===== config.mk =====
export PLATFORM = sky130hd
export DESIGN_NAME = core_top
export DESIGN_NICKNAME = d
export VERILOG_FILES = /design/src/isa_pkg.sv /design/src/pipe_pkg.sv /design/src/core_top.sv /design/src/hazard_ctrl.sv /design/src/memory_stage.sv /design/src/execute_stage.sv /design/src/reg_file.sv /design/src/decode_stage.sv /design/src/fetch_stage.sv
export SDC_FILE = /design/constraint.sdc
export NUM_CORES = 2
export LEC_CHECK = 0
export ABC_CLOCK_PERIOD_IN_PS = 10720
export BUFFER_PORTS_ARGS = -buffer_cell sky130_fd_sc_hd__buf_2
export CORE_MARGIN = 2
export CORE_UTILIZATION = 30
export CTS_BUF_LIST = sky130_fd_sc_hd__clkbuf_4 sky130_fd_sc_hd__clkbuf_8
export CTS_CLUSTER_SIZE = 8
export DETAILED_ROUTE_END_ITERATION = 10
export PLACE_DENSITY = 0.58
export SYNTH_ARGS = -nofsm -noshare
export SYNTH_HDL_FRONTEND = slang
export SYNTH_HIERARCHICAL = 1
export SYNTH_SLANG_ARGS = --single-unit

===== constraint.sdc =====
create_clock -name clk -period 10.72 [get_ports clk]
set_input_delay 3.216 -clock clk [delete_from_list [all_inputs] [get_ports clk]]
set_output_delay 3.216 -clock clk [all_outputs]
set_load 0.01 [all_outputs]

===== src/isa_pkg.sv =====
`default_nettype none

package isa_pkg;

    typedef logic [31:0] word_t;
    typedef logic [4:0]  reg_addr_t;

    // primary opcodes of the supported subset
    typedef enum logic [5:0] {
        OP_SPECIAL = 6'h00,
        OP_BEQ     = 6'h04,
        OP_BNE     = 6'h05,
        OP_ADDIU   = 6'h09,
        OP_ORI     = 6'h0d,
        OP_LUI     = 6'h0f,
        OP_LW      = 6'h23,
        OP_SW      = 6'h2b
    } opcode_t;

    // function codes under OP_SPECIAL
    typedef enum logic [5:0] {
        FN_ADDU = 6'h21,
        FN_SUBU = 6'h23,
        FN_AND  = 6'h24,
        FN_OR   = 6'h25,
        FN_XOR  = 6'h26,
        FN_SLT  = 6'h2a
    } funct_t;

    typedef struct packed {
        opcode_t    opcode;
        reg_addr_t  rs;
        reg_addr_t  rt;
        reg_addr_t  rd;
        logic [4:0] shamt;
        funct_t     funct;
    } r_fmt_t;

    typedef struct packed {
        opcode_t     opcode;
        reg_addr_t   rs;
        reg_addr_t   rt;
        logic [15:0] imm;
    } i_fmt_t;

    // one instruction word, two views
    typedef union packed {
        r_fmt_t r;
        i_fmt_t i;
    } instr_u;

endpackage

`default_nettype wire

===== src/pipe_pkg.sv =====
`default_nettype none

package pipe_pkg;

    typedef enum logic [2:0] {
        ALU_ADD,
        ALU_SUB,
        ALU_AND,
        ALU_OR,
        ALU_XOR,
        ALU_SLT,
        ALU_PASS_B
    } alu_op_t;

    // instruction bus, valid held until ok
    typedef struct packed {
        logic           valid;
        isa_pkg::word_t addr;
    } ibus_req_t;

    typedef struct packed {
        logic           ok;
        isa_pkg::word_t data;
    } ibus_resp_t;

    // data bus, word access only
    typedef struct packed {
        logic           valid;
        logic           write;
        isa_pkg::word_t addr;
        isa_pkg::word_t wdata;
    } dbus_req_t;

    typedef struct packed {
        logic           ok;
        isa_pkg::word_t rdata;
    } dbus_resp_t;

    typedef struct packed {
        logic           valid;
        isa_pkg::word_t pc;
        isa_pkg::word_t instr;
    } fd_t;

    typedef struct packed {
        logic               valid;
        isa_pkg::word_t     pc;
        alu_op_t            alu_op;
        isa_pkg::reg_addr_t rs;
        isa_pkg::reg_addr_t rt;
        isa_pkg::word_t     rs_val;
        isa_pkg::word_t     rt_val;
        isa_pkg::word_t     imm;
        isa_pkg::reg_addr_t dest;
        logic               regwrite;
        logic               memread;
        logic               memwrite;
        logic               branch;
        logic               branch_ne;
        logic               use_imm;
    } de_t;

    typedef struct packed {
        logic               valid;
        isa_pkg::word_t     result;
        isa_pkg::word_t     store_data;
        isa_pkg::reg_addr_t dest;
        logic               regwrite;
        logic               memread;
        logic               memwrite;
    } em_t;

    typedef struct packed {
        logic               valid;
        isa_pkg::reg_addr_t dest;
        isa_pkg::word_t     data;
        logic               regwrite;
    } wb_t;

endpackage

`default_nettype wire


===== src/core_top.sv =====
`timescale 1ns/10ps
`default_nettype none

module core_top #(
    parameter isa_pkg::word_t reset_pc = 32'hBFC0_0000
) (
    input  logic                 clk,
    input  logic                 reset,
    output pipe_pkg::ibus_req_t  ibus_req,
    input  pipe_pkg::ibus_resp_t ibus_resp,
    output pipe_pkg::dbus_req_t  dbus_req,
    input  pipe_pkg::dbus_resp_t dbus_resp
);
    pipe_pkg::fd_t      fd;
    pipe_pkg::de_t      de;
    pipe_pkg::em_t      em;
    pipe_pkg::wb_t      wb;
    isa_pkg::reg_addr_t rs_addr;
    isa_pkg::reg_addr_t rt_addr;
    isa_pkg::word_t     rs_data;
    isa_pkg::word_t     rt_data;
    isa_pkg::word_t     redirect_pc;
    logic               redirect;
    logic               hold_front;
    logic               freeze;
    logic               flush_front;
    logic               dbus_busy;

    fetch_stage #(
        .reset_pc(reset_pc)
    ) u_fetch_stage (
        .clk,
        .reset,
        .hold_front,
        .freeze,
        .flush_front,
        .redirect,
        .redirect_pc,
        .ibus_req,
        .ibus_resp,
        .fd
    );

    decode_stage u_decode_stage (
        .clk,
        .reset,
        .hold_front,
        .flush_front,
        .freeze,
        .fd,
        .rs_addr,
        .rt_addr,
        .rs_data,
        .rt_data,
        .de
    );

    reg_file u_reg_file (
        .clk,
        .reset,
        .rs_addr,
        .rt_addr,
        .rs_data,
        .rt_data,
        .wb
    );

    execute_stage u_execute_stage (
        .clk,
        .reset,
        .freeze,
        .de,
        .wb,
        .em,
        .redirect,
        .redirect_pc
    );

    memory_stage u_memory_stage (
        .clk,
        .reset,
        .em,
        .dbus_req,
        .dbus_resp,
        .dbus_busy,
        .wb
    );

    hazard_ctrl u_hazard_ctrl (
        .de,
        .rs_addr,
        .rt_addr,
        .redirect,
        .dbus_busy,
        .hold_front,
        .freeze,
        .flush_front
    );

endmodule

`default_nettype wire


===== src/hazard_ctrl.sv =====
`timescale 1ns/10ps
`default_nettype none

module hazard_ctrl (
    input  pipe_pkg::de_t      de,
    input  isa_pkg::reg_addr_t rs_addr,
    input  isa_pkg::reg_addr_t rt_addr,
    input  logic               redirect,
    input  logic               dbus_busy,
    output logic               hold_front,
    output logic               freeze,
    output logic               flush_front
);
    logic load_use;

    // load in execute feeding the instruction in decode
    assign load_use = de.valid & de.memread & (de.dest != '0) &
                      ((de.dest == rs_addr) | (de.dest == rt_addr));

    assign freeze      = dbus_busy;
    assign hold_front  = load_use & ~freeze;
    // execute already holds redirect off while frozen
    assign flush_front = redirect;

endmodule

`default_nettype wire


===== src/memory_stage.sv =====
`timescale 1ns/10ps
`default_nettype none

module memory_stage (
    input  logic                 clk,
    input  logic                 reset,
    input  pipe_pkg::em_t        em,
    output pipe_pkg::dbus_req_t  dbus_req,
    input  pipe_pkg::dbus_resp_t dbus_resp,
    output logic                 dbus_busy,
    output pipe_pkg::wb_t        wb
);
    logic mem_access;

    assign mem_access = em.valid & (em.memread | em.memwrite);

    // request comes straight from the em register, which freeze keeps still
    assign dbus_req.valid = mem_access;
    assign dbus_req.write = em.memwrite;
    assign dbus_req.addr  = em.result;
    assign dbus_req.wdata = em.store_data;

    assign dbus_busy = mem_access & ~dbus_resp.ok;

    always_ff @(posedge clk) begin
        wb.dest     <= em.dest;
        wb.regwrite <= em.regwrite;
        wb.data     <= em.memread ? dbus_resp.rdata : em.result;
        if (reset) begin
            wb.valid <= 1'b0;
        end else begin
            // bubble while the data bus is still out
            wb.valid <= em.valid & ~dbus_busy;
        end
    end

endmodule

`default_nettype wire


===== src/execute_stage.sv =====
`timescale 1ns/10ps
`default_nettype none

module execute_stage (
    input  logic           clk,
    input  logic           reset,
    input  logic           freeze,
    input  pipe_pkg::de_t  de,
    input  pipe_pkg::wb_t  wb,
    output pipe_pkg::em_t  em,
    output logic           redirect,
    output isa_pkg::word_t redirect_pc
);
    isa_pkg::word_t rs_fwd;
    isa_pkg::word_t rt_fwd;
    isa_pkg::word_t rs_keep;
    isa_pkg::word_t rt_keep;
    isa_pkg::word_t op_a;
    isa_pkg::word_t op_b_reg;
    isa_pkg::word_t op_b;
    isa_pkg::word_t alu_out;
    logic           held;
    logic           taken;
    pipe_pkg::em_t  em_next;

    // later match wins, memory stage is the youngest producer
    function automatic isa_pkg::word_t forward(input isa_pkg::reg_addr_t r,
                                               input isa_pkg::word_t v,
                                               input pipe_pkg::em_t m,
                                               input pipe_pkg::wb_t w);
        forward = v;
        if (r != '0 && w.valid && w.regwrite && w.dest == r) begin
            forward = w.data;
        end
        if (r != '0 && m.valid && m.regwrite && m.dest == r) begin
            forward = m.result;
        end
    endfunction

    assign rs_fwd = forward(de.rs, de.rs_val, em, wb);
    assign rt_fwd = forward(de.rt, de.rt_val, em, wb);

    // writeback turns into bubbles during a freeze, so keep what it gave us
    assign op_a     = held ? rs_keep : rs_fwd;
    assign op_b_reg = held ? rt_keep : rt_fwd;
    assign op_b     = de.use_imm ? de.imm : op_b_reg;

    always_comb begin
        case (de.alu_op)
            pipe_pkg::ALU_ADD:    alu_out = op_a + op_b;
            pipe_pkg::ALU_SUB:    alu_out = op_a - op_b;
            pipe_pkg::ALU_AND:    alu_out = op_a & op_b;
            pipe_pkg::ALU_OR:     alu_out = op_a | op_b;
            pipe_pkg::ALU_XOR:    alu_out = op_a ^ op_b;
            pipe_pkg::ALU_SLT:    alu_out = {31'b0, $signed(op_a) < $signed(op_b)};
            pipe_pkg::ALU_PASS_B: alu_out = op_b;
            default:              alu_out = '0;
        endcase
    end

    assign taken       = de.valid & de.branch & ((op_a == op_b_reg) ^ de.branch_ne);
    assign redirect    = taken & ~freeze;
    assign redirect_pc = de.pc + 32'd4 + {de.imm[29:0], 2'b00};

    always_comb begin
        em_next            = '0;
        em_next.valid      = de.valid;
        em_next.result     = alu_out;
        em_next.store_data = op_b_reg;
        em_next.dest       = de.dest;
        em_next.regwrite   = de.regwrite;
        em_next.memread    = de.memread;
        em_next.memwrite   = de.memwrite;
    end

    always_ff @(posedge clk) begin
        if (freeze && !held) begin
            rs_keep <= rs_fwd;
            rt_keep <= rt_fwd;
        end
    end

    always_ff @(posedge clk) begin
        if (reset) begin
            held     <= 1'b0;
            em.valid <= 1'b0;
        end else begin
            held <= freeze;
            if (!freeze) begin
                em <= em_next;
            end
        end
    end

endmodule

`default_nettype wire


===== src/reg_file.sv =====
`timescale 1ns/10ps
`default_nettype none

module reg_file (
    input  logic               clk,
    input  logic               reset,
    input  isa_pkg::reg_addr_t rs_addr,
    input  isa_pkg::reg_addr_t rt_addr,
    output isa_pkg::word_t     rs_data,
    output isa_pkg::word_t     rt_data,
    input  pipe_pkg::wb_t      wb
);
    isa_pkg::word_t regs [32];
    logic           we;

    assign we = wb.valid & wb.regwrite & (wb.dest != '0);

    // r0 reads as zero, same-cycle write shows through
    assign rs_data = (rs_addr == '0) ? '0 :
                     (we && wb.dest == rs_addr) ? wb.data : regs[rs_addr];
    assign rt_data = (rt_addr == '0) ? '0 :
                     (we && wb.dest == rt_addr) ? wb.data : regs[rt_addr];

    always_ff @(posedge clk) begin
        if (reset) begin
            for (int i = 0; i < 32; i++) begin
                regs[i] <= '0;
            end
        end else if (we) begin
            regs[wb.dest] <= wb.data;
        end
    end

endmodule

`default_nettype wire


===== src/decode_stage.sv =====
`timescale 1ns/10ps
`default_nettype none

module decode_stage (
    input  logic               clk,
    input  logic               reset,
    input  logic               hold_front,
    input  logic               flush_front,
    input  logic               freeze,
    input  pipe_pkg::fd_t      fd,
    output isa_pkg::reg_addr_t rs_addr,
    output isa_pkg::reg_addr_t rt_addr,
    input  isa_pkg::word_t     rs_data,
    input  isa_pkg::word_t     rt_data,
    output pipe_pkg::de_t      de
);
    isa_pkg::instr_u ins;
    isa_pkg::word_t  imm_sext;
    pipe_pkg::de_t   de_next;

    assign ins      = fd.instr;
    assign imm_sext = {{16{ins.i.imm[15]}}, ins.i.imm};

    // empty slot reads r0 and so never looks like a load-use match
    assign rs_addr = fd.valid ? ins.r.rs : '0;
    assign rt_addr = fd.valid ? ins.r.rt : '0;

    always_comb begin
        de_next        = '0;
        de_next.valid  = fd.valid & ~hold_front & ~flush_front;
        de_next.pc     = fd.pc;
        de_next.rs     = rs_addr;
        de_next.rt     = rt_addr;
        de_next.rs_val = rs_data;
        de_next.rt_val = rt_data;
        de_next.imm    = imm_sext;
        de_next.dest   = ins.i.rt;
        de_next.alu_op = pipe_pkg::ALU_ADD;
        case (ins.r.opcode)
            isa_pkg::OP_SPECIAL: begin
                de_next.dest     = ins.r.rd;
                de_next.regwrite = 1'b1;
                case (ins.r.funct)
                    isa_pkg::FN_ADDU: de_next.alu_op = pipe_pkg::ALU_ADD;
                    isa_pkg::FN_SUBU: de_next.alu_op = pipe_pkg::ALU_SUB;
                    isa_pkg::FN_AND:  de_next.alu_op = pipe_pkg::ALU_AND;
                    isa_pkg::FN_OR:   de_next.alu_op = pipe_pkg::ALU_OR;
                    isa_pkg::FN_XOR:  de_next.alu_op = pipe_pkg::ALU_XOR;
                    isa_pkg::FN_SLT:  de_next.alu_op = pipe_pkg::ALU_SLT;
                    default:          de_next.regwrite = 1'b0;
                endcase
            end
            isa_pkg::OP_ADDIU: begin
                de_next.regwrite = 1'b1;
                de_next.use_imm  = 1'b1;
            end
            isa_pkg::OP_ORI: begin
                de_next.regwrite = 1'b1;
                de_next.use_imm  = 1'b1;
                de_next.alu_op   = pipe_pkg::ALU_OR;
                de_next.imm      = {16'h0000, ins.i.imm};
            end
            isa_pkg::OP_LUI: begin
                de_next.regwrite = 1'b1;
                de_next.use_imm  = 1'b1;
                de_next.alu_op   = pipe_pkg::ALU_PASS_B;
                de_next.imm      = {ins.i.imm, 16'h0000};
            end
            isa_pkg::OP_LW: begin
                de_next.regwrite = 1'b1;
                de_next.memread  = 1'b1;
                de_next.use_imm  = 1'b1;
            end
            isa_pkg::OP_SW: begin
                de_next.memwrite = 1'b1;
                de_next.use_imm  = 1'b1;
            end
            isa_pkg::OP_BEQ, isa_pkg::OP_BNE: begin
                de_next.branch    = 1'b1;
                de_next.branch_ne = (ins.i.opcode == isa_pkg::OP_BNE);
            end
            // anything else flows through as a no-op
            default: ;
        endcase
    end

    always_ff @(posedge clk) begin
        if (reset) begin
            de.valid <= 1'b0;
        end else if (!freeze) begin
            de <= de_next;
        end
    end

endmodule

`default_nettype wire


===== src/fetch_stage.sv =====
`timescale 1ns/10ps
`default_nettype none

module fetch_stage #(
    parameter isa_pkg::word_t reset_pc = 32'hBFC0_0000
) (
    input  logic                 clk,
    input  logic                 reset,
    input  logic                 hold_front,
    input  logic                 freeze,
    input  logic                 flush_front,
    input  logic                 redirect,
    input  isa_pkg::word_t       redirect_pc,
    output pipe_pkg::ibus_req_t  ibus_req,
    input  pipe_pkg::ibus_resp_t ibus_resp,
    output pipe_pkg::fd_t        fd
);
    isa_pkg::word_t pc;
    isa_pkg::word_t target;
    isa_pkg::word_t skid_pc;
    isa_pkg::word_t skid_instr;
    logic           req_valid;
    logic           drop;
    logic           skid_valid;
    logic           skid_next;
    logic           hold;
    logic           got;
    logic           keep;
    pipe_pkg::fd_t  fd_next;

    assign ibus_req.valid = req_valid;
    assign ibus_req.addr  = pc;

    assign hold = hold_front | freeze;
    assign got  = req_valid & ibus_resp.ok;
    // stale responses and the one racing a redirect are thrown away
    assign keep = got & ~drop & ~flush_front;

    always_comb begin
        if (flush_front) begin
            skid_next = 1'b0;
        end else if (hold && keep) begin
            skid_next = 1'b1;
        end else if (!hold) begin
            skid_next = 1'b0;
        end else begin
            skid_next = skid_valid;
        end
    end

    always_comb begin
        fd_next = fd;
        if (flush_front) begin
            fd_next.valid = 1'b0;
        end else if (!hold) begin
            if (skid_valid) begin
                fd_next.valid = 1'b1;
                fd_next.pc    = skid_pc;
                fd_next.instr = skid_instr;
            end else begin
                // bubble when nothing came back this cycle
                fd_next.valid = keep;
                fd_next.pc    = pc;
                fd_next.instr = ibus_resp.data;
            end
        end
    end

    always_ff @(posedge clk) begin
        if (hold && keep) begin
            skid_pc    <= pc;
            skid_instr <= ibus_resp.data;
        end
        if (reset) begin
            pc         <= reset_pc;
            req_valid  <= 1'b0;
            drop       <= 1'b0;
            skid_valid <= 1'b0;
            fd.valid   <= 1'b0;
        end else begin
            fd         <= fd_next;
            skid_valid <= skid_next;
            // no new request while the skid entry is occupied
            req_valid  <= (req_valid & ~got) | ~skid_next;
            if (redirect) begin
                if (req_valid && !got) begin
                    // address must stay put until ok, park the target
                    drop   <= 1'b1;
                    target <= redirect_pc;
                end else begin
                    pc   <= redirect_pc;
                    drop <= 1'b0;
                end
            end else if (got) begin
                pc   <= drop ? target : pc + 32'd4;
                drop <= 1'b0;
            end
        end
    end

endmodule

`default_nettype wire


### Word-level counts from Yosys, hierarchy flattened

Memory sizes are Yosys's and may differ from the RTL's. A register that Yosys moved wholly into a read port is not among the register bits.
Index checks and enable logic that the tools add are counted.

* register bits after elaboration: 462
* memory bits (writable): 1024
* input bits: 68
* output and inout bits: 99
* word-level logic and storage cells: 182
* memories: 1

Memories
* u_reg_file.regs: depth 32, bits a word 32, read ports 2, clocked after memory_dff 2, write ports 32, line reg_file.sv:13 `isa_pkg::word_t regs [32];`

* add/sub/neg operators: 5
* $lt $le $gt $ge: 1
* equality and inequality tests: 27
* multiplexer cells: 40
* bitwise gates (word level): 35
* reductions and logical operators: 36

Operator list (count)
* $mux W32: 13
* $pmux W32 S7: 1
* $mux W65: 1
* $add A32 B3 Y32 const B: 2
* $add A32 B32 Y32: 2
* $pmux W32 S2: 1
* $eq A6 B6 Y1 const B: 8
* $and A32 B32 Y32: 1
* $eq A32 B32 Y1: 1
* $lt A32 B32 Y1: 1
* $or A32 B32 Y32: 1
* $reduce_or A32 Y1: 1
* $sub A32 B32 Y32: 1
* $xor A32 B32 Y32: 1
* $eq A5 B5 Y1: 6
* $mux W5: 4
* $reduce_bool A5 Y1: 4
* $and A1 B1 Y1: 18
* $eq A6 B4 Y1 const B: 3
* $mux W1: 16
* $logic_and A1 B1 Y1: 15
* $pmux W3 S5: 1
* $eq A6 B3 Y1 const B: 2
* $logic_not A5 Y1: 2
* 20 further kinds: 38

### Longest topological paths before layout

* depth after elaboration: 18
* gate-level depth with buffers: 22

### Modules after synthesis

The synthesis kept the hierarchy.

Modules (own cells, without submodules)
* reg_file: instances 1, cells each 3863, area each 55512.0 sq um
* execute_stage: instances 1, cells each 1731, area each 14888.0 sq um
* fetch_stage: instances 1, cells each 606, area each 8210.4 sq um
* decode_stage: instances 1, cells each 260, area each 5353.9 sq um
* memory_stage: instances 1, cells each 145, area each 1846.8 sq um
* hazard_ctrl: instances 1, cells each 21, area each 147.6 sq um

### Worst setup path before layout

Ideal clock, no wire load.

* path type: input port to flip-flop
* start: in dbus_resp[32] in the netlist's numbering
* end: reg u_fetch_stage/fd[0] (netlist name)
* arrival: 10.133 ns
* path slack: -0.057 ns
* stages: 6
* path buffers: 2
* cell sequence: nor2b_1 > buf_4 > nand4b_1 > mux2i_1 > buf_4 > nor4_1

RTL lines
* from (decl): line core_top.sv:12 `input pipe_pkg::dbus_resp_t dbus_resp`
* $not A1 Y1: line memory_stage.sv:23 `assign dbus_busy = mem_access & ~dbus_resp.ok;`
* $and A1 B1 Y1: line memory_stage.sv:23
* net freeze: line core_top.sv:25 `logic freeze;`
* $not A1 Y1 (no source line)
* $and A1 B1 Y1: line execute_stage.sv:62 `assign redirect = taken & ~freeze;`
* net redirect: line core_top.sv:23 `logic redirect;`
* $not A1 Y1 (no source line)
* $reduce_and A3 Y1 (no source line)

The timed path passes the listed nets, and every way through them passes these cells.
A chain may end at the register's enable or synchronous reset.

### Final worst setup path

* start: reg u_memory_stage/wb[34] (netlist name)
* end: reg u_fetch_stage.target[10] (enable)

* cells in the longest elaborated chain, start to end: 10

Ends and longest elaborated chain
* $eq A5 B5 Y1: line execute_stage.sv:32 `if (r != '0 && w.valid && w.regwrite && w.dest == r) begin`
* $logic_and A1 B1 Y1: line execute_stage.sv:32
* $mux W32: line execute_stage.sv:32
* $mux W32: line execute_stage.sv:35 `if (r != '0 && m.valid && m.regwrite && m.dest == r) begin`
* $mux W32, on equally long branches: line execute_stage.sv:44, execute_stage.sv:45
* $eq A32 B32 Y1 (*): line execute_stage.sv:61 `assign taken = de.valid & de.branch & ((op_a == op_b_reg) ^ de.branch_ne);`
* $xor A1 B1 Y1 (*): line execute_stage.sv:61
* $and A1 B1 Y1 (*): line execute_stage.sv:61
* $and A1 B1 Y1 (*): line execute_stage.sv:62
* net redirect: line core_top.sv:23
* $reduce_and A3 Y1 (no source line) (*)
* to (signal assigned): line fetch_stage.sv:89 `target <= redirect_pc;`
* to (decl): line fetch_stage.sv:19 `isa_pkg::word_t target;`

Mark *: on every way through the listed nets, which the timed path passes. The rest lies on a longest branch.

==> metrics.cfg <==
[run_status]
status=complete, no violations

[floorplanning]
rows=196
die_h_um=539
core_sq_um=285000
die_w_um=539
pin_count=167
start_util_pct=30.1
die_area_sq_um=291000

[yosys]
syn_area_per_cell_sq_um=13.0
synth_edf_count=1472
yosys-top-cells-area=edfxtp_1, mux4_2, and2_1, mux2i_1, ha_1
ys_seq_elements=1550
synth_top_flop_cell=edfxtp_1
synth.distinct_cells=107
async_flop_share_pct=0
synthesis.instances=6626
synth_warnings=6
synth.top_cell.area_share_pct=51.4
synth_top_area_cell=edfxtp_1
ys_seq_area_share_pct=53.2
synthesis.area_sq_um=86000

[sta]
max_freq_mhz=151
maxSlewViolCount=0
hold_slack_ps=417
setup_viol_count_final=0
layout_min_cycle_time_ps=6620
hold_viol_final=0
worstMarginPinSlew_ps=1400
period_share_pct=61.7
fin_tns_setup_ps=0
grt_setup_unrepaired=no
fin_worst_skew_ps=83.0
relSlewSlack_pct=6.31

[clock_tree]
cts_buffer_depth=4
cts_resized=0
cts_hold_buf=0
htreeDepth=5
cts_buffers=294
post_cts_buffers=0
clock-root-buffer=clkbuf_8
clock_latency_ps=1020
tritoncts=done
cts.sinks=1550
clk_pin_slew_ps=60

[worst_setup_path]
crit_path_max_incr_delay_ps=760
crit_start=u_memory_stage/wb[34]$_DFF_P_
crit_chain=xnor2_1, nand4_1, nor2_4, buf_4, nor2b_1, a211oi_1, o31a_1, inv_1, xnor2_1, nand4_1, nor4_2, mux2i_4, buf_4, clkinv_1, nor3_2, buf_4
reg2reg_depth=16
cp.arrival_ps=7230
cp.depth=16
start_kind=flip-flop
crit_path_frequent_cell=buf_4
r2r_slack_ps=4100
worstPathRequired_ps=11340
critical_path.top_delay_family=buffers and inverters
critPathBufInv=5
worstSetupEndpoint=u_fetch_stage/target[10]$_DFFE_PP_
r2r_start=u_memory_stage/wb[34]$_DFF_P_
worstPathMaxFanout=58
end_kind=flip-flop
cpMaxStageDelayCell=nor4_2
path_class=reg2reg
regToRegEndpoint=u_fetch_stage/target[10]$_DFFE_PP_

[routing]
routed_via_density=5.61
dr.first_iter.drc_count=7552
vias=59634
wirelength_mm=305
drc=0
ant_nets=0
first_pass_iters=6
drt-wirelength-per-cell_um=28.7

[grt]
antenna_found_initial=54
grt_pass1_vias=58766
grtUsageTotal_pct=20.3
grt_max_degree=126
grt_pass1_wl_mm=432
overflow=0

[final_layout]
final_nets=6895
drive_gt1_share_pct=22.3
final_common_cell=edfxtp_1
syn_to_final_growth_pct=11.3
final_cell_mix=edfxtp_1, and2_1, mux4_2, mux2i_1, clkbuf_8
stdcell_count=10627

[power_and_ir_drop]
power_w=0.0148
p_per_area_nw_per_um2=154
leakage_nw=33.0
peakVddDrop_mv=0.101

[worst_hold_path]
hold_class=reg2reg

[placed_design]
port_buffers=166
gp_congestion=0.909
dp.cells=10119
dp_hpwl_mm=201

[job]
maxCapViolCount=0

[kinds of logic after synthesis]
logic type | synth area share [%]
AO/OA/AOI/OAI | 9.24
XOR/XNOR | 1.24
adder cells (fa/ha/maj) | 2.56
buffers and inverters | 4.37
flip-flops | 53.2
multiplexers | 16.5
other | 0.00436
AND/OR/NAND/NOR | 12.9
[routing by layer]
layer / GRT usage (%) / routed length (um) / vias up
met1: 27.2 / 125000 / 30501
met2: 31.2 / 137000 / 3384
met4: 10.8 / 17100 / 28
li1: - / - / 25060
met3: 3.73 / 26200 / 661
met5: 0 / 183 / -
[power breakdown]
part / switching, W / total, W / internal [W]
registers: 0.000254 / 0.00715 / 0.00690
logic: 0.00120 / 0.00186 / 0.000661
clock network: 0.00260 / 0.00575 / 0.00315
[final cells by class]
cell class                      instances  area [sq um]
Fill cell                           27821        190000
Sequential cell                      1550         45800
Multi-Input combinational cell       4331         36800
Clock buffer                          419          5090
Tap cell                             3762          4710
Timing Repair Buffer                  350          2240
Inverter                              126           473
Clock inverter                         75           465
Antenna cell                           14          35.0
[stage by stage]
stage	worst slack [ps]	utilization, %	area (sq um)
4_1_cts	4320	33.5	95600
5_1_grt	3830	33.5	95600
3_5_place_dp	4240	31.6	90000
2_1_floorplan	-2.51	-	86100
6_report	4100	33.5	95600
3_3_place_gp	4260	31.6	90000
[cells in the mapped netlist (79+ instances only)]
master and n:
nor2_1 337, clkbuf_1 386, xnor2_1 104, mux4_2 369, mux2_2 158, a21oi_1 200, inv_1 125, ha_1 171
a211oi_1 130, nand2_1 259, and2_1 1012, o21ai_0 123, buf_2 79, mux2i_1 348, buf_4 111, edfxtp_1 1472
[state kept, by name (all words and copies together) (netlist names), 39 cells and up]
register and cells:
u_decode_stage/de 153, u_execute_stage/em 73, u_fetch_stage/fd 65, u_memory_stage/wb 39, u_reg_file/regs 1024
[worst min path at each step]
| stage | slack (ps) | start | end | depth (start not counted) |
|---|---|---|---|---|
| after floorplan | 340 | u_execute_stage/em[2]$_DFFE_PP_ | u_memory_stage/wb[0]$_DFF_P_ | 0 |
| after global placement | 400 | u_fetch_stage/fd[36]$_DFFE_PP_ | u_decode_stage/de[124]$_DFFE_PP_ | 0 |
| after detailed placement | 410 | u_fetch_stage/fd[50]$_DFFE_PP_ | u_decode_stage/de[138]$_DFFE_PP_ | 0 |
| after CTS | 410 | u_fetch_stage/fd[56]$_DFFE_PP_ | u_decode_stage/de[144]$_DFFE_PP_ | 0 |
| after global routing | 420 | u_fetch_stage/fd[33]$_DFFE_PP_ | u_decode_stage/de[121]$_DFFE_PP_ | 0 |
| final | 420 | u_fetch_stage/fd[55]$_DFFE_PP_ | u_decode_stage/de[143]$_DFFE_PP_ | 0 |
Power figures use the tool's default switching activity.
